<file path="src/verilog/mips_defs.svh">
`ifndef MIPS_DEFS_SVH
`define MIPS_DEFS_SVH

// Instruction field widths
`define OPCODE_WIDTH 6
`define FUNCT_WIDTH 6

// Wide enough for state codes up to Mult at 60
`define STATE_WIDTH 7

// Multiply runs a fixed number of cycles, one per operand bit
`define MULT_CYCLES 32
`define MULT_COUNT_WIDTH 6

`endif

</file>
<file path="src/verilog/controlPkg.sv">
`include "mips_defs.svh"

package controlPkg;

	typedef enum logic [`STATE_WIDTH-1:0] {
		stReset = 7'd1,
		stStart = 7'd2,
		stWaitMemRead = 7'd3,
		stDecode = 7'd4,
		stAdd = 7'd5,
		stWriteInReg = 7'd6,
		stWait = 7'd7,
		stAddi = 7'd8,
		stWriteInRegAddi = 7'd9,
		stWaitMemRead2 = 7'd10,
		stAnd = 7'd11,
		stSub = 7'd12,
		stSlt = 7'd32,
		stOverflowExc = 7'd33,
		stAddiu = 7'd34,
		stBeq = 7'd35,
		stBeqCompare = 7'd36,
		stBne = 7'd37,
		stBneCompare = 7'd38,
		stBgt = 7'd39,
		stBgtCompare = 7'd40,
		stBle = 7'd41,
		stBleCompare = 7'd42,
		stLw = 7'd43,
		stLGet = 7'd44,
		stLSave = 7'd45,
		stLSaveh = 7'd46,
		stLSaveb = 7'd47,
		stLui = 7'd48,
		stLui2 = 7'd49,
		stMult = 7'd60
	} state_t;

	// Only execute entry states and stWait are ever produced
	typedef state_t entryState_t;

	typedef enum logic [1:0] {srcAPc = 2'd0, srcAUpperImm = 2'd1, srcARegA = 2'd2} aluSrcA_t;

	typedef enum logic [2:0] {
		srcBRegB = 3'd0,
		srcBFour = 3'd1,
		srcBSignImm = 3'd2,
		srcBBranchOffset = 3'd3
	} aluSrcB_t;

	// Compare drives the equal and greater flags
	typedef enum logic [2:0] {
		aluPass = 3'd0,
		aluAdd = 3'd1,
		aluSub = 3'd2,
		aluAnd = 3'd3,
		aluCompare = 3'd7
	} aluOp_t;

	typedef enum logic [2:0] {pcAluResult = 3'd0, pcAluOut = 3'd1} pcSource_t;

	typedef enum logic [2:0] {
		addrPc = 3'd0,
		addrAluOut = 3'd1,
		addrExceptionVector = 3'd3
	} memAddrSel_t;

	typedef enum logic [3:0] {wbAluOut = 4'd0, wbMemory = 4'd3, wbLessThan = 4'd8} memToReg_t;

	typedef enum logic [1:0] {dstRt = 2'd0, dstStackPointer = 2'd1, dstRd = 2'd3} regDst_t;

	typedef enum logic [1:0] {sizeWord = 2'd0, sizeHalf = 2'd1, sizeByte = 2'd2} loadSize_t;

endpackage

</file>
<file path="src/verilog/isaPkg.sv">
`include "mips_defs.svh"

package isaPkg;

	// Primary opcode field in bits 31:26
	typedef enum logic [`OPCODE_WIDTH-1:0] {
		opRType = 6'h00,
		opBeq = 6'h04,
		opBne = 6'h05,
		opBle = 6'h06,
		opBgt = 6'h07,
		opAddi = 6'h08,
		opAddiu = 6'h09,
		opLui = 6'h0f,
		opLb = 6'h20,
		opLh = 6'h21,
		opLw = 6'h23
	} opcode_t;

	// Funct field is only meaningful with opRType
	typedef enum logic [`FUNCT_WIDTH-1:0] {
		fnMult = 6'h18,
		fnAdd = 6'h20,
		fnSub = 6'h22,
		fnAnd = 6'h24,
		fnSlt = 6'h2a
	} funct_t;

endpackage

</file>
<file path="src/verilog/controlSignalDecoder.sv">
module controlSignalDecoder (
	input controlPkg::state_t state,
	input logic equal,
	input logic greater,
	output controlPkg::aluSrcA_t aluSrcA,
	output controlPkg::aluSrcB_t aluSrcB,
	output controlPkg::aluOp_t aluOp,
	output controlPkg::pcSource_t pcSource,
	output controlPkg::memAddrSel_t memAddrSel,
	output controlPkg::memToReg_t memToReg,
	output controlPkg::regDst_t regDst,
	output controlPkg::loadSize_t loadSize,
	output logic pcWrite,
	output logic irWrite,
	output logic writeRegA,
	output logic writeRegB,
	output logic aluOutWrite,
	output logic regWrite,
	output logic epcWrite,
	output logic memDataWrite,
	output logic multControl
);

	always_comb begin
		aluSrcA = controlPkg::srcAPc;
		aluSrcB = controlPkg::srcBRegB;
		aluOp = controlPkg::aluPass;
		pcSource = controlPkg::pcAluResult;
		memAddrSel = controlPkg::addrPc;
		memToReg = controlPkg::wbAluOut;
		regDst = controlPkg::dstRt;
		loadSize = controlPkg::sizeWord;
		pcWrite = 1'b0;
		irWrite = 1'b0;
		writeRegA = 1'b0;
		writeRegB = 1'b0;
		aluOutWrite = 1'b0;
		regWrite = 1'b0;
		epcWrite = 1'b0;
		memDataWrite = 1'b0;
		multControl = 1'b0;

		case (state)
			// Initialise the stack pointer and EPC
			controlPkg::stReset: begin
				regDst = controlPkg::dstStackPointer;
				regWrite = 1'b1;
				epcWrite = 1'b1;
			end
			// PC + 4 while the instruction is read
			controlPkg::stStart: begin
				aluSrcB = controlPkg::srcBFour;
				aluOp = controlPkg::aluAdd;
				pcWrite = 1'b1;
			end
			controlPkg::stWaitMemRead2: irWrite = 1'b1;
			controlPkg::stDecode: begin
				writeRegA = 1'b1;
				writeRegB = 1'b1;
			end
			controlPkg::stAdd, controlPkg::stAnd, controlPkg::stSub: begin
				aluSrcA = controlPkg::srcARegA;
				aluOutWrite = 1'b1;
				case (state)
					controlPkg::stAnd: aluOp = controlPkg::aluAnd;
					controlPkg::stSub: aluOp = controlPkg::aluSub;
					default: aluOp = controlPkg::aluAdd;
				endcase
			end
			controlPkg::stWriteInReg: begin
				regDst = controlPkg::dstRd;
				regWrite = 1'b1;
			end
			// Result comes straight from the less-than flag
			controlPkg::stSlt: begin
				aluSrcA = controlPkg::srcARegA;
				aluOp = controlPkg::aluCompare;
				memToReg = controlPkg::wbLessThan;
				writeRegA = 1'b1;
				writeRegB = 1'b1;
				regDst = controlPkg::dstRd;
				regWrite = 1'b1;
			end
			controlPkg::stAddi, controlPkg::stAddiu: begin
				aluSrcA = controlPkg::srcARegA;
				aluSrcB = controlPkg::srcBSignImm;
				aluOp = controlPkg::aluAdd;
				aluOutWrite = 1'b1;
			end
			controlPkg::stWriteInRegAddi, controlPkg::stLui2: regWrite = 1'b1;
			controlPkg::stOverflowExc: begin
				memAddrSel = controlPkg::addrExceptionVector;
				epcWrite = 1'b1;
			end
			controlPkg::stLui: begin
				aluSrcA = controlPkg::srcAUpperImm;
				aluSrcB = controlPkg::srcBSignImm;
				aluOp = controlPkg::aluAdd;
				aluOutWrite = 1'b1;
			end
			// Branch target into ALUOut ahead of the compare
			controlPkg::stBeq, controlPkg::stBne, controlPkg::stBgt, controlPkg::stBle: begin
				aluSrcB = controlPkg::srcBBranchOffset;
				aluOp = controlPkg::aluAdd;
				aluOutWrite = 1'b1;
			end
			controlPkg::stBeqCompare, controlPkg::stBneCompare,
			controlPkg::stBgtCompare, controlPkg::stBleCompare: begin
				aluSrcA = controlPkg::srcARegA;
				aluOp = controlPkg::aluCompare;
				pcSource = controlPkg::pcAluOut;
				writeRegA = 1'b1;
				writeRegB = 1'b1;
				case (state)
					controlPkg::stBeqCompare: pcWrite = equal;
					controlPkg::stBneCompare: pcWrite = !equal;
					controlPkg::stBgtCompare: pcWrite = greater;
					default: pcWrite = !greater;
				endcase
			end
			controlPkg::stLw: begin
				aluSrcA = controlPkg::srcARegA;
				aluSrcB = controlPkg::srcBSignImm;
				writeRegA = 1'b1;
				aluOutWrite = 1'b1;
			end
			controlPkg::stLGet: begin
				memAddrSel = controlPkg::addrAluOut;
				memDataWrite = 1'b1;
			end
			controlPkg::stLSave, controlPkg::stLSaveh, controlPkg::stLSaveb: begin
				memToReg = controlPkg::wbMemory;
				regWrite = 1'b1;
				if (state == controlPkg::stLSaveh) begin
					loadSize = controlPkg::sizeHalf;
				end else if (state == controlPkg::stLSaveb) begin
					loadSize = controlPkg::sizeByte;
				end
			end
			controlPkg::stMult: multControl = 1'b1;
			default: begin
			end
		endcase
	end

endmodule

</file>
<file path="src/verilog/controlUnit.sv">
module controlUnit (
	input logic clock,
	input logic reset,
	input isaPkg::opcode_t opCode,
	input isaPkg::funct_t funct,
	input logic overflow,
	input logic equal,
	input logic greater,
	output controlPkg::aluSrcA_t aluSrcA,
	output controlPkg::aluSrcB_t aluSrcB,
	output controlPkg::aluOp_t aluOp,
	output controlPkg::pcSource_t pcSource,
	output controlPkg::memAddrSel_t memAddrSel,
	output controlPkg::memToReg_t memToReg,
	output controlPkg::regDst_t regDst,
	output controlPkg::loadSize_t loadSize,
	output logic pcWrite,
	output logic irWrite,
	output logic writeRegA,
	output logic writeRegB,
	output logic aluOutWrite,
	output logic regWrite,
	output logic epcWrite,
	output logic memDataWrite,
	output logic multControl,
	output controlPkg::state_t stateCode
);

	controlPkg::entryState_t entryState;
	logic multDone;

	instructionDecoder instructionDecoder_inst (
		.opCode(opCode),
		.funct(funct),
		.entryState(entryState)
	);

	// The state register output doubles as the visible state code
	stateSequencer stateSequencer_inst (
		.clock(clock),
		.reset(reset),
		.entryState(entryState),
		.overflow(overflow),
		.opCode(opCode),
		.multDone(multDone),
		.state(stateCode)
	);

	multiplyTimer multiplyTimer_inst (
		.clock(clock),
		.reset(reset),
		.state(stateCode),
		.multDone(multDone)
	);

	controlSignalDecoder controlSignalDecoder_inst (
		.state(stateCode),
		.equal(equal),
		.greater(greater),
		.aluSrcA(aluSrcA),
		.aluSrcB(aluSrcB),
		.aluOp(aluOp),
		.pcSource(pcSource),
		.memAddrSel(memAddrSel),
		.memToReg(memToReg),
		.regDst(regDst),
		.loadSize(loadSize),
		.pcWrite(pcWrite),
		.irWrite(irWrite),
		.writeRegA(writeRegA),
		.writeRegB(writeRegB),
		.aluOutWrite(aluOutWrite),
		.regWrite(regWrite),
		.epcWrite(epcWrite),
		.memDataWrite(memDataWrite),
		.multControl(multControl)
	);

endmodule

</file>
<file path="src/verilog/instructionDecoder.sv">
module instructionDecoder (
	input isaPkg::opcode_t opCode,
	input isaPkg::funct_t funct,
	output controlPkg::entryState_t entryState
);

	always_comb begin
		entryState = controlPkg::stWait;
		case (opCode)
			isaPkg::opRType: begin
				case (funct)
					isaPkg::fnAdd: entryState = controlPkg::stAdd;
					isaPkg::fnAnd: entryState = controlPkg::stAnd;
					isaPkg::fnSub: entryState = controlPkg::stSub;
					isaPkg::fnSlt: entryState = controlPkg::stSlt;
					isaPkg::fnMult: entryState = controlPkg::stMult;
					default: entryState = controlPkg::stWait;
				endcase
			end
			isaPkg::opAddi: begin
				entryState = controlPkg::stAddi;
			end
			isaPkg::opAddiu: begin
				entryState = controlPkg::stAddiu;
			end
			isaPkg::opLui: begin
				entryState = controlPkg::stLui;
			end
			isaPkg::opBeq: begin
				entryState = controlPkg::stBeq;
			end
			isaPkg::opBne: begin
				entryState = controlPkg::stBne;
			end
			isaPkg::opBgt: begin
				entryState = controlPkg::stBgt;
			end
			isaPkg::opBle: begin
				entryState = controlPkg::stBle;
			end
			// Load width is resolved later, in LGet
			isaPkg::opLw, isaPkg::opLh, isaPkg::opLb: begin
				entryState = controlPkg::stLw;
			end
			// Unknown code skips straight to the end of the instruction
			default: begin
				entryState = controlPkg::stWait;
			end
		endcase
	end

endmodule

</file>
<file path="src/verilog/multiplyTimer.sv">
`include "mips_defs.svh"

module multiplyTimer (
	input logic clock,
	input logic reset,
	input controlPkg::state_t state,
	output logic multDone
);

	localparam int unsigned lastCount = `MULT_CYCLES - 1;

	logic [`MULT_COUNT_WIDTH-1:0] count;
	logic inMult;

	assign inMult = (state == controlPkg::stMult);

	// Held at zero outside Mult so every multiply starts from a clean count
	always_ff @(posedge clock or posedge reset) begin
		if (reset) begin
			count <= '0;
		end else if (inMult) begin
			count <= count + 1'b1;
		end else begin
			count <= '0;
		end
	end

	assign multDone = inMult && (count == lastCount[`MULT_COUNT_WIDTH-1:0]);

endmodule

</file>
<file path="src/verilog/stateSequencer.sv">
module stateSequencer (
	input logic clock,
	input logic reset,
	input controlPkg::entryState_t entryState,
	input logic overflow,
	input isaPkg::opcode_t opCode,
	input logic multDone,
	output controlPkg::state_t state
);

	controlPkg::state_t nextState;

	always_ff @(posedge clock or posedge reset) begin
		if (reset) begin
			state <= controlPkg::stReset;
		end else begin
			state <= nextState;
		end
	end

	always_comb begin
		nextState = controlPkg::stWait;
		case (state)
			controlPkg::stReset: nextState = controlPkg::stStart;
			// Fetch with a fixed two-cycle memory latency
			controlPkg::stStart: nextState = controlPkg::stWaitMemRead;
			controlPkg::stWaitMemRead: nextState = controlPkg::stWaitMemRead2;
			controlPkg::stWaitMemRead2: nextState = controlPkg::stDecode;
			controlPkg::stDecode: nextState = entryState;
			controlPkg::stAdd, controlPkg::stAnd, controlPkg::stSub: begin
				nextState = controlPkg::stWriteInReg;
			end
			controlPkg::stAddi: begin
				if (overflow) begin
					nextState = controlPkg::stOverflowExc;
				end else begin
					nextState = controlPkg::stWriteInRegAddi;
				end
			end
			controlPkg::stAddiu: nextState = controlPkg::stWriteInRegAddi;
			controlPkg::stLui: nextState = controlPkg::stLui2;
			controlPkg::stBeq: nextState = controlPkg::stBeqCompare;
			controlPkg::stBne: nextState = controlPkg::stBneCompare;
			controlPkg::stBgt: nextState = controlPkg::stBgtCompare;
			controlPkg::stBle: nextState = controlPkg::stBleCompare;
			controlPkg::stLw: nextState = controlPkg::stLGet;
			controlPkg::stLGet: begin
				case (opCode)
					isaPkg::opLb: nextState = controlPkg::stLSaveb;
					isaPkg::opLh: nextState = controlPkg::stLSaveh;
					default: nextState = controlPkg::stLSave;
				endcase
			end
			controlPkg::stMult: begin
				if (multDone) begin
					nextState = controlPkg::stWait;
				end else begin
					nextState = controlPkg::stMult;
				end
			end
			controlPkg::stWait: nextState = controlPkg::stStart;
			// Write-back, exception and compare states all end here
			default: nextState = controlPkg::stWait;
		endcase
	end

endmodule
</file>
<file path="config.mk">
export PLATFORM = sky130hd
export DESIGN_NAME = controlUnit
export DESIGN_NICKNAME = d
export VERILOG_FILES = /design/src/verilog/controlPkg.sv /design/src/verilog/isaPkg.sv /design/src/verilog/controlSignalDecoder.sv /design/src/verilog/controlUnit.sv /design/src/verilog/instructionDecoder.sv /design/src/verilog/multiplyTimer.sv /design/src/verilog/stateSequencer.sv
export VERILOG_INCLUDE_DIRS = /design/src /design/src/verilog
export SDC_FILE = /design/constraint.sdc
export NUM_CORES = 1
export LEC_CHECK = 0
export BUFFER_PORTS_ARGS = -buffer_cell sky130_fd_sc_hd__buf_2
export CAP_MARGIN = 40
export CORE_UTILIZATION = 45
export CTS_CLUSTER_SIZE = 24
export DETAILED_ROUTE_END_ITERATION = 8
export GPL_TIMING_DRIVEN = 0
export PLACE_DENSITY_LB_ADDON = 0.1
export REMOVE_ABC_BUFFERS = 1
export SYNTH_ARGS = -nofsm -noshare
export SYNTH_HDL_FRONTEND = slang
export SYNTH_SLANG_ARGS = --single-unit
export TNS_END_PERCENT = 30
</file>
<file path="constraint.sdc">
create_clock -name clock -period 5.2 [get_ports clock]
set_input_delay 0.78 -clock clock [delete_from_list [all_inputs] [get_ports clock]]
set_output_delay 0.78 -clock clock [all_outputs]
set_load 0.03 [all_outputs]
</file>
==> results.ini, run 1 <==
[sta]
max_slew_vio_count=0
period_needed_ns=3.28
fmaxAchievable_ghz=0.305
rsz0062_at_grt=no
worst_slew_pin_slew_ns=0.908
fin_tns_setup_ns=0
post-route-period-util_pct=63.1
setup_violations=0
max_slew_margin_pct=39.5
skew_ns=0.00126
finalHoldViolations=0

[synth]
synthesized_instance_count=287
yosysUniqueCellTypes=58
synthesis.area_per_instance_um2=6.63
synth_seq_area_share_pct=15.8
synth-edff-count=0
ys_ff_latch=12
dominantRegCellSynth=sky130_fd_sc_hd__dfrtp_1
ys_async_sr_fraction_pct=100
warnings_synthesis=0
syn_area_um2=1900

[worst_setup_path]
worstSetupEndpointType=output port
cp-start-kind=flop
worst_r2r_startpoint=stateSequencer_inst.state[2]
critical_setup_path_kind=reg -> out
reg2reg_setup_slack_ns=2.86
crit_path_max_fanout=28
number_of_cells_traversed_by_the_worst_register_to_register_path=5
worst_r2r_endpoint=stateSequencer_inst.state[3]
crit_required_ns=4.42
worst_ep_arrival_time_ns=2.50

[cells_and_area]
finalInstanceArea_um2=2120
nFillCells=424
drive_above_1_share_pct=19.9
diodes=0
design.final.nets=331
syn_to_final_growth_pct=11.3

[floorplanning]
die_height_um=67.0
io_pins=55
initial_utilization_pct=47.2
design.die.area_um2=4490
core_area_um2=4030
chipWidth_um=67.0
rows=23

[clock_tree]
cts_hold_buf=0
tritoncts=built
postCtsResizedCells=0
ctsLongestPathBuffers=2
clock_slew_at_the_register_clock_pins_of_the_worst_setup_and_hold_paths_ns=0.05
post_cts_buffers=0
cts_made_buffers=3
clock_sinks=12
cts_max_level=1
clockRootBuffer=sky130_fd_sc_hd__clkbuf_8
clk_latency_ns=0.24

[power]
clkPwrFrac_pct=8.3
p_sw_share_pct=57.5
netSwitchingPower_mw=0.601
combinationalPowerShare_pct=70.7
total_leakage_power_nw=0.935
power.density_nw_per_um2=493
power.sequential.fraction_pct=21.0
max-vdd-ir-drop_mv=0.218
intPower_mw=0.444

[routing]
drtAntennaViolNets=0
routed_via_density=5.95
detailedRoute.firstPassIterationCount=4
wl_met2_um=2420
detailroute.via_count=2154
routed.top_layer=met4
route.layer.met1.wl_um=2670
wl_per_cell_um=14.9
drc=0
wl_met3_um=279
drt_iter0_markers=184
drt_wl_total_um=5400

[hold_path]
timing.hold.worst_endpoint=multiplyTimer_inst.count[0]
min-delay-start=multiplyTimer_inst.count[0]
timing.hold.worst.class=reg -> reg
worst_hold_path.num_cells=1

[status]
outcome=complete, no violations

[grt]
globalRouteOverflowTotal=0
grt_first_pass_wirelength_um=8740
grt_max_degree=37
first_global_vias=1809
grt_antenna_before_repair=0
groute.usage.overall_pct=24.8

[flow_run]
cap_viol_max_count=0

[placed_design]
dp_hpwl_um=3890
area_after_dpl_um2=2070
gp_congestion=0.863
io_buffers=48

==> cell families after synthesis <==
| logic type | count (synthesis) | share of synthesized area [%] |
|---|---|---|
| XOR/XNOR | 7 | 3.22 |
| AND/OR/NAND/NOR | 134 | 36.8 |
| flip-flops | 12 | 15.8 |
| AO/OA/AOI/OAI | 88 | 29.7 |
| other | 1 | 0.197 |
| buffers and inverters | 42 | 12.4 |
| adder cells (fa/ha/maj) | 3 | 1.78 |
==> power groups by stage <==
| stage | logic (mW) | registers [mW] | clock network, mW |
|---|---|---|---|
| 3_5_place_dp | 0.730 | 0.218 | 0 |
| 4_1_cts | 0.733 | 0.217 | 0.0888 |
| 3_3_place_gp | 0.674 | 0.246 | 0 |
| 5_1_grt | 0.802 | 0.229 | 0.0921 |
| 2_1_floorplan | 0.486 | 0.234 | 0 |
| 6_report | 0.738 | 0.219 | 0.0869 |
==> flip-flops by register name (all words and copies together), names as in the netlist <==
register,cells
multiplyTimer_inst.count,6
stateSequencer_inst.state,6
==> cell usage in the layout, fill, tap and decap left out, types with 3 or more instances in the layout <==
master / count
sky130_fd_sc_hd__a21o_1: 4
sky130_fd_sc_hd__clkbuf_8: 3
sky130_fd_sc_hd__conb_1: 6
sky130_fd_sc_hd__nand4_1: 6
sky130_fd_sc_hd__inv_1: 8
sky130_fd_sc_hd__nand2b_1: 12
sky130_fd_sc_hd__a21oi_1: 24
sky130_fd_sc_hd__a31oi_1: 3
sky130_fd_sc_hd__xnor2_1: 3
sky130_fd_sc_hd__dfrtp_1: 11
sky130_fd_sc_hd__nor3b_1: 4
sky130_fd_sc_hd__o211ai_1: 4
sky130_fd_sc_hd__a211oi_1: 4
sky130_fd_sc_hd__xor2_1: 4
sky130_fd_sc_hd__nor3_1: 11
sky130_fd_sc_hd__and3_1: 6
sky130_fd_sc_hd__o22ai_1: 6
sky130_fd_sc_hd__nand2_1: 21
sky130_fd_sc_hd__o21ai_0: 20
sky130_fd_sc_hd__or2_2: 3
sky130_fd_sc_hd__buf_2: 48
sky130_fd_sc_hd__nor2b_1: 8
sky130_fd_sc_hd__nand3_1: 17
sky130_fd_sc_hd__nor2_1: 31
==> cell type report <==
class                   instances  area [µm²]  area share, %
well taps                      50        62.6           2.95
clock buffers                   4        45.0           2.13
flip-flops and latches         12         302           14.2
multi-input cells             238        1380           65.3
repair buffers                 50         295           13.9
inverters                       8        30.0           1.42
==> worst max-delay path: stages, from the launching register on <==
cell                      delay, ns
sky130_fd_sc_hd__dfrtp_1       0.88
sky130_fd_sc_hd__nor2b_1       0.59
sky130_fd_sc_hd__o21ai_0       0.15
sky130_fd_sc_hd__a21oi_1       0.18
sky130_fd_sc_hd__a31oi_1       0.06
sky130_fd_sc_hd__o21ai_0       0.19
sky130_fd_sc_hd__buf_2         0.22
==> worst max path at each step <==
stage               depth (start not counted)             to                          from
floorplan                                   2    memToReg[0]  stateSequencer_inst.state[3]
global placement                            6       aluOp[0]  stateSequencer_inst.state[5]
detailed placement                          4  memAddrSel[0]  stateSequencer_inst.state[2]
CTS                                         4  memAddrSel[0]  stateSequencer_inst.state[2]
global route                                6     aluSrcB[1]  stateSequencer_inst.state[2]
finish                                      6     aluSrcB[1]  stateSequencer_inst.state[2]
==> stage by stage <==
step                hold WS [ns]  cells  util (%)  worst slack, ns  power, mW
finish                     0.482    362      52.6             1.92       1.04
global placement           0.479    356      50.1             2.03      0.920
CTS                        0.488    362      52.6             1.94       1.04
floorplan                  0.453    258         -             1.90      0.721
global route               0.520    362      52.6             1.72       1.12
detailed placement         0.479    358      51.5             2.21      0.948
==> synth_stat cells (2+ instances only) <==
library cell / n / area (µm²)
sky130_fd_sc_hd__nor2_1: 31 / 116
sky130_fd_sc_hd__a21oi_1: 24 / 120
sky130_fd_sc_hd__buf_2: 21 / 105
sky130_fd_sc_hd__nand2_1: 21 / 78.8
sky130_fd_sc_hd__o21ai_0: 20 / 100
sky130_fd_sc_hd__nand3_1: 17 / 85.1
sky130_fd_sc_hd__nand2b_1: 12 / 75.1
sky130_fd_sc_hd__dfrtp_1: 11 / 275
sky130_fd_sc_hd__nor3_1: 11 / 55.1
sky130_fd_sc_hd__buf_4: 8 / 60.1
sky130_fd_sc_hd__inv_1: 8 / 30.0
sky130_fd_sc_hd__nor2b_1: 8 / 50.1
sky130_fd_sc_hd__and3_1: 6 / 37.5
sky130_fd_sc_hd__nand4_1: 6 / 37.5
sky130_fd_sc_hd__o22ai_1: 6 / 37.5
sky130_fd_sc_hd__a211oi_1: 4 / 30.0
sky130_fd_sc_hd__a21o_1: 4 / 30.0
sky130_fd_sc_hd__nor3b_1: 4 / 30.0
sky130_fd_sc_hd__o211ai_1: 4 / 30.0
sky130_fd_sc_hd__xor2_1: 4 / 35.0
sky130_fd_sc_hd__a31oi_1: 3 / 18.8
sky130_fd_sc_hd__buf_6: 3 / 33.8
sky130_fd_sc_hd__or2_2: 3 / 18.8
sky130_fd_sc_hd__xnor2_1: 3 / 26.3
sky130_fd_sc_hd__a2bb2oi_1: 2 / 17.5
sky130_fd_sc_hd__a32oi_1: 2 / 17.5
sky130_fd_sc_hd__and3b_1: 2 / 17.5
sky130_fd_sc_hd__clkbuf_1: 2 / 7.51
sky130_fd_sc_hd__nand3b_1: 2 / 15.0
sky130_fd_sc_hd__nor2_2: 2 / 12.5
sky130_fd_sc_hd__o21a_1: 2 / 15.0
sky130_fd_sc_hd__o21bai_1: 2 / 15.0
sky130_fd_sc_hd__o221ai_1: 2 / 17.5
sky130_fd_sc_hd__o31ai_1: 2 / 15.0
sky130_fd_sc_hd__o32a_1: 2 / 20.0
==> layer usage <==
metal,track usage (%),vias up
met3,0.856,4
met4,4.26,0
li1,-,1081
met2,37.1,82
met1,38.6,987
met5,0,-
Note: power is estimated with default switching activity, not from simulation.
==> run 2: changes to the inputs <==
==> constraint.sdc (replaced) <==
create_clock -name clock -period 2.9 [get_ports clock]
set_input_delay 0.435 -clock clock [delete_from_list [all_inputs] [get_ports clock]]
set_output_delay 0.435 -clock clock [all_outputs]
set_load 0.03 [all_outputs]
==> results.ini, run 2 (same netlist as run 1, synthesis figures left out) <==
[status]
outcome=complete, no violations

[power]
power.sequential.fraction_pct=21.0
total_leakage_power_nw=0.934
clkPwrFrac_pct=8.3
netSwitchingPower_mw=1.08
combinationalPowerShare_pct=70.7
fin_total_pwr_mw=1.88
intPower_mw=0.798
power.density_nw_per_um2=884
p_sw_share_pct=57.5
max-vdd-ir-drop_mv=0.393

[sta]
post-route-period-util_pct=96.1
setup_violations=0
skew_ns=0.00122
period_needed_ns=2.79
fmaxAchievable_ghz=0.359
worst_slack_ns=0.112
worst_slew_pin_slew_ns=0.925
rsz0062_at_grt=no
max_slew_margin_pct=38.3
max_slew_vio_count=0
finalHoldViolations=0

[floorplanning]
chipWidth_um=67.0
io_pins=55
rows=23
initial_utilization_pct=47.2
die_height_um=67.0
design.die.area_um2=4490
core_area_um2=4030

[grt]
first_global_vias=1809
grt_first_pass_wirelength_um=8740
groute.usage.overall_pct=24.8
grt_antenna_before_repair=0
globalRouteOverflowTotal=0
grt_max_degree=37

[worst_setup_path]
critical_setup_path_kind=reg -> out
crit_required_ns=2.47
worstSetupEndpointType=output port
worst_ep_arrival_time_ns=2.35
cp-start-kind=flop
reg2reg_setup_slack_ns=0.68
crit_path_max_fanout=29
number_of_cells_traversed_by_the_worst_register_to_register_path=4

[cells_and_area]
layout.cells.most_common=sky130_fd_sc_hd__buf_2
diodes=0
syn_to_final_growth_pct=11.5
commonest_non_fill_non_tap_cells_in_the_layout=48 x sky130_fd_sc_hd__buf_2, 31 x sky130_fd_sc_hd__nor2_1, 24 x sky130_fd_sc_hd__a21oi_1
design.final.nets=331
layout_top_registers=multiplyTimer_inst.count (6), stateSequencer_inst.state (6)
drive_above_1_share_pct=20.5
final_instance_count_excl_fillers=362

[placed_design]
detailedPlace.worstSlack_ns=0.257
numPlacedInstances=358
io_buffers=48
dp_hpwl_um=3890
gp_congestion=0.863

[clock_tree]
tritoncts=built
post_cts_buffers=0
cts_made_buffers=3
clockRootBuffer=sky130_fd_sc_hd__clkbuf_8
ctsLongestPathBuffers=2
clock_sinks=12
cts_max_level=1
cts_hold_buf=0
clock_slew_at_the_register_clock_pins_of_the_worst_setup_and_hold_paths_ns=0.05
postCtsResizedCells=1
clk_latency_ns=0.24

[routing]
detailedRoute.firstPassIterationCount=4
drt_iter0_markers=204
drt_wl_total_um=5390
wl_per_cell_um=14.9
routed_via_density=6.00
drtAntennaViolNets=0
drc=0
detailroute.via_count=2172

[hold_path]
timing.hold.worst.class=in -> async

[flow_run]
cap_viol_max_count=0

==> run 2: power groups by stage <==
stage          combinational [mW]  clock, mW  sequential, mW
3_3_place_gp                 1.21          0           0.442
5_1_grt                      1.44      0.165           0.414
4_1_cts                      1.31      0.159           0.391
6_report                     1.33      0.156           0.395
2_1_floorplan               0.872          0           0.420
3_5_place_dp                 1.31          0           0.390
==> run 2: worst max-delay path, cell delays in order, from the launching register on <==
cell and delay, ns:
sky130_fd_sc_hd__dfrtp_1 0.94, sky130_fd_sc_hd__nor2_1 0.29, sky130_fd_sc_hd__and3_1 0.30, sky130_fd_sc_hd__or3_1 0.39
sky130_fd_sc_hd__buf_2 0.19
==> run 2: metrics by stage <==
| step | util [%] | hold slack (ns) | setup TNS [ns] | cell area (µm²) |
|---|---|---|---|---|
| after global routing | 52.7 | 0.244 | 0 | 2120 |
| final | 52.7 | 0.183 | 0 | 2120 |
| after global placement | 50.1 | 0.449 | 0 | 2020 |
| after floorplan | - | 0.299 | -0.105 | 1720 |
| after CTS | 52.6 | 0.196 | 0 | 2120 |
| after detailed placement | 51.5 | 0.453 | 0 | 2070 |
==> run 2: cell type report <==
| type | instances | area [µm²] |
|---|---|---|
| timing repair buffer | 50 | 295 |
| sequential | 12 | 303 |
| tap | 50 | 62.6 |
| multi-input combinational | 238 | 1390 |
| fill | 422 | 1910 |
| clock buffer | 4 | 45.0 |
| inverter | 8 | 30.0 |
==> run 2: worst paths after layout <==
path,endpoint,startpoint
worst max-delay path,writeRegB,stateSequencer_inst.state[4]
worst min-delay path,multiplyTimer_inst.count[3],reset
worst max register to register,stateSequencer_inst.state[3],stateSequencer_inst.state[1]
worst min register to register,multiplyTimer_inst.count[0],multiplyTimer_inst.count[0]
max in group asynchronous,stateSequencer_inst.state[0],reset
min in group clock,multiplyTimer_inst.count[0],multiplyTimer_inst.count[0]
==> run 2: layer usage <==
metal	wire [µm]	vias up	GRT usage [%]	part of all wire, %
li1	-	1081	-	-
met3	317	4	0.856	5.9
met2	2390	86	37.1	44
met1	2670	1001	38.6	49
met5	0	-	0	0
met4	25	0	4.26	0.46
==> run 3: changes to the inputs <==
--- a/config.mk
+++ b/config.mk
@@ -12,7 +12,7 @@
 export CTS_CLUSTER_SIZE = 24
 export DETAILED_ROUTE_END_ITERATION = 8
 export GPL_TIMING_DRIVEN = 0
-export PLACE_DENSITY_LB_ADDON = 0.1
+export PLACE_DENSITY = 0.74
 export REMOVE_ABC_BUFFERS = 1
 export SYNTH_ARGS = -nofsm -noshare
 export SYNTH_HDL_FRONTEND = slang
==> results.ini, run 3 (same netlist as run 1, synthesis figures left out) <==
[clock_tree]
ctsLongestPathBuffers=2
clock_sinks=12
clk_latency_ns=0.24
tritoncts=built
cts_hold_buf=0
postCtsResizedCells=1
clock_slew_at_the_register_clock_pins_of_the_worst_setup_and_hold_paths_ns=0.05
cts_max_level=1
clockRootBuffer=sky130_fd_sc_hd__clkbuf_8
post_cts_buffers=0
cts_made_buffers=3

[power]
max-vdd-ir-drop_mv=0.451
power.density_nw_per_um2=882
total_leakage_power_nw=0.925

[cells_and_area]
layout_top_registers=multiplyTimer_inst.count (6), stateSequencer_inst.state (6)
drive_above_1_share_pct=21.5
seq_area_um2=307
final_instance_count_excl_fillers=361
layout.cells.most_common=sky130_fd_sc_hd__buf_2
multiInputGateArea_um2=1390
diodes=0
nFillCells=417
commonest_non_fill_non_tap_cells_in_the_layout=48 x sky130_fd_sc_hd__buf_2, 31 x sky130_fd_sc_hd__nor2_1, 24 x sky130_fd_sc_hd__a21oi_1
design.final.nets=330
syn_to_final_growth_pct=10.8

[grt]
first_global_vias=1843
grt_antenna_before_repair=0
globalRouteOverflowTotal=0
grt_max_degree=37
grt_first_pass_wirelength_um=8360
groute.usage.overall_pct=23.6

[status]
outcome=complete, no violations

[placed_design]
io_buffers=48
gp_congestion=0.931
dp_hpwl_um=3710
numPlacedInstances=357
detailedPlace.worstSlack_ns=0.213

[floorplanning]
rows=23
initial_utilization_pct=47.2
io_pins=55
chipWidth_um=67.0
design.die.area_um2=4490
core_area_um2=4030
die_height_um=67.0

[routing]
drt_iter0_markers=147
drc=0
wl_per_cell_um=14.6
detailroute.via_count=2204
detailedRoute.firstPassIterationCount=5
routed_via_density=6.11
drtAntennaViolNets=0
drt_wl_total_um=5260

[sta]
setup_violations=0
post-route-period-util_pct=93.0
max_slew_vio_count=0
fin_tns_setup_ns=0
rsz0062_at_grt=no
worst_slack_ns=0.202
fin_hold_ws_ns=0.191
skew_ns=0.000617
fmaxAchievable_ghz=0.371
finalHoldViolations=0
period_needed_ns=2.70
max_slew_margin_pct=58.5
worst_slew_pin_slew_ns=0.623

[worst_setup_path]
critical_setup_path_kind=reg -> out
cp-start-kind=flop
worst_ep_arrival_time_ns=2.26
worstSetupEndpointType=output port
crit_path_max_fanout=28
crit_required_ns=2.47

[flow_run]
cap_viol_max_count=0

[hold_path]
timing.hold.worst.class=in -> async

run 3: cell count changes in the layout (fill, tap and decap cells not counted), sizes merged:
cell / delta
buf: -1
run 3: metal layers:
| layer | vias up | global-route usage (%) | wire length [µm] |
|---|---|---|---|
| li1 | 1077 | - | - |
| met2 | 112 | 35.9 | 2360 |
| met1 | 1002 | 33.3 | 2340 |
| met4 | 0 | 9.31 | 101 |
| met5 | - | 0 | 0 |
| met3 | 13 | 2.74 | 456 |
run 3: area by class of cell:
class / count / area share (%)
Multi-Input combinational cell: 238 / 65.8
Timing Repair Buffer: 49 / 12.7
Sequential cell: 12 / 14.5
Inverter: 8 / 1.42
Tap cell: 50 / 2.97
Clock buffer: 4 / 2.61
run 3: critical path, stage by stage, from the launching register on:
cell,delay (ns)
sky130_fd_sc_hd__dfrtp_2,0.66
sky130_fd_sc_hd__nor2b_1,0.55
sky130_fd_sc_hd__o21ai_0,0.18
sky130_fd_sc_hd__a21oi_1,0.18
sky130_fd_sc_hd__a31oi_1,0.05
sky130_fd_sc_hd__o21ai_0,0.17
sky130_fd_sc_hd__buf_2,0.22
run 3: through the flow:
stage	util [%]	area, µm²	power, mW
final	52.3	2110	1.86
after global routing	52.3	2110	2.01
after CTS	52.2	2100	1.84
after detailed placement	50.8	2050	1.65
after global placement	50.1	2020	1.63
after floorplan	-	1720	1.29
run 3: where the power goes:
| part | total [mW] | internal (mW) | switching [mW] | leakage (nW) |
|---|---|---|---|---|
| Combinational | 1.25 | 0.460 | 0.786 | 0.743 |
| Clock | 0.180 | 0.120 | 0.0606 | 0.0288 |
| Sequential | 0.434 | 0.208 | 0.226 | 0.152 |
| Total | 1.86 | 0.788 | 1.07 | 0.925 |
run 3: path summary, 6_finish.rpt:
kind | slack [ns] | startpoint | depth (start not counted) | to
worst max-delay path | 0.20 | stateSequencer_inst.state[3] | 6 | aluSrcB[1]
worst min-delay path | 0.19 | reset | 2 | multiplyTimer_inst.count[5]
worst max register to register | 0.70 | stateSequencer_inst.state[0] | 5 | stateSequencer_inst.state[3]
worst min register to register | 0.49 | multiplyTimer_inst.count[0] | 1 | multiplyTimer_inst.count[0]
max in group asynchronous | 2.37 | reset | 2 | stateSequencer_inst.state[0]
min in group clock | 0.49 | multiplyTimer_inst.count[0] | 1 | multiplyTimer_inst.count[0]
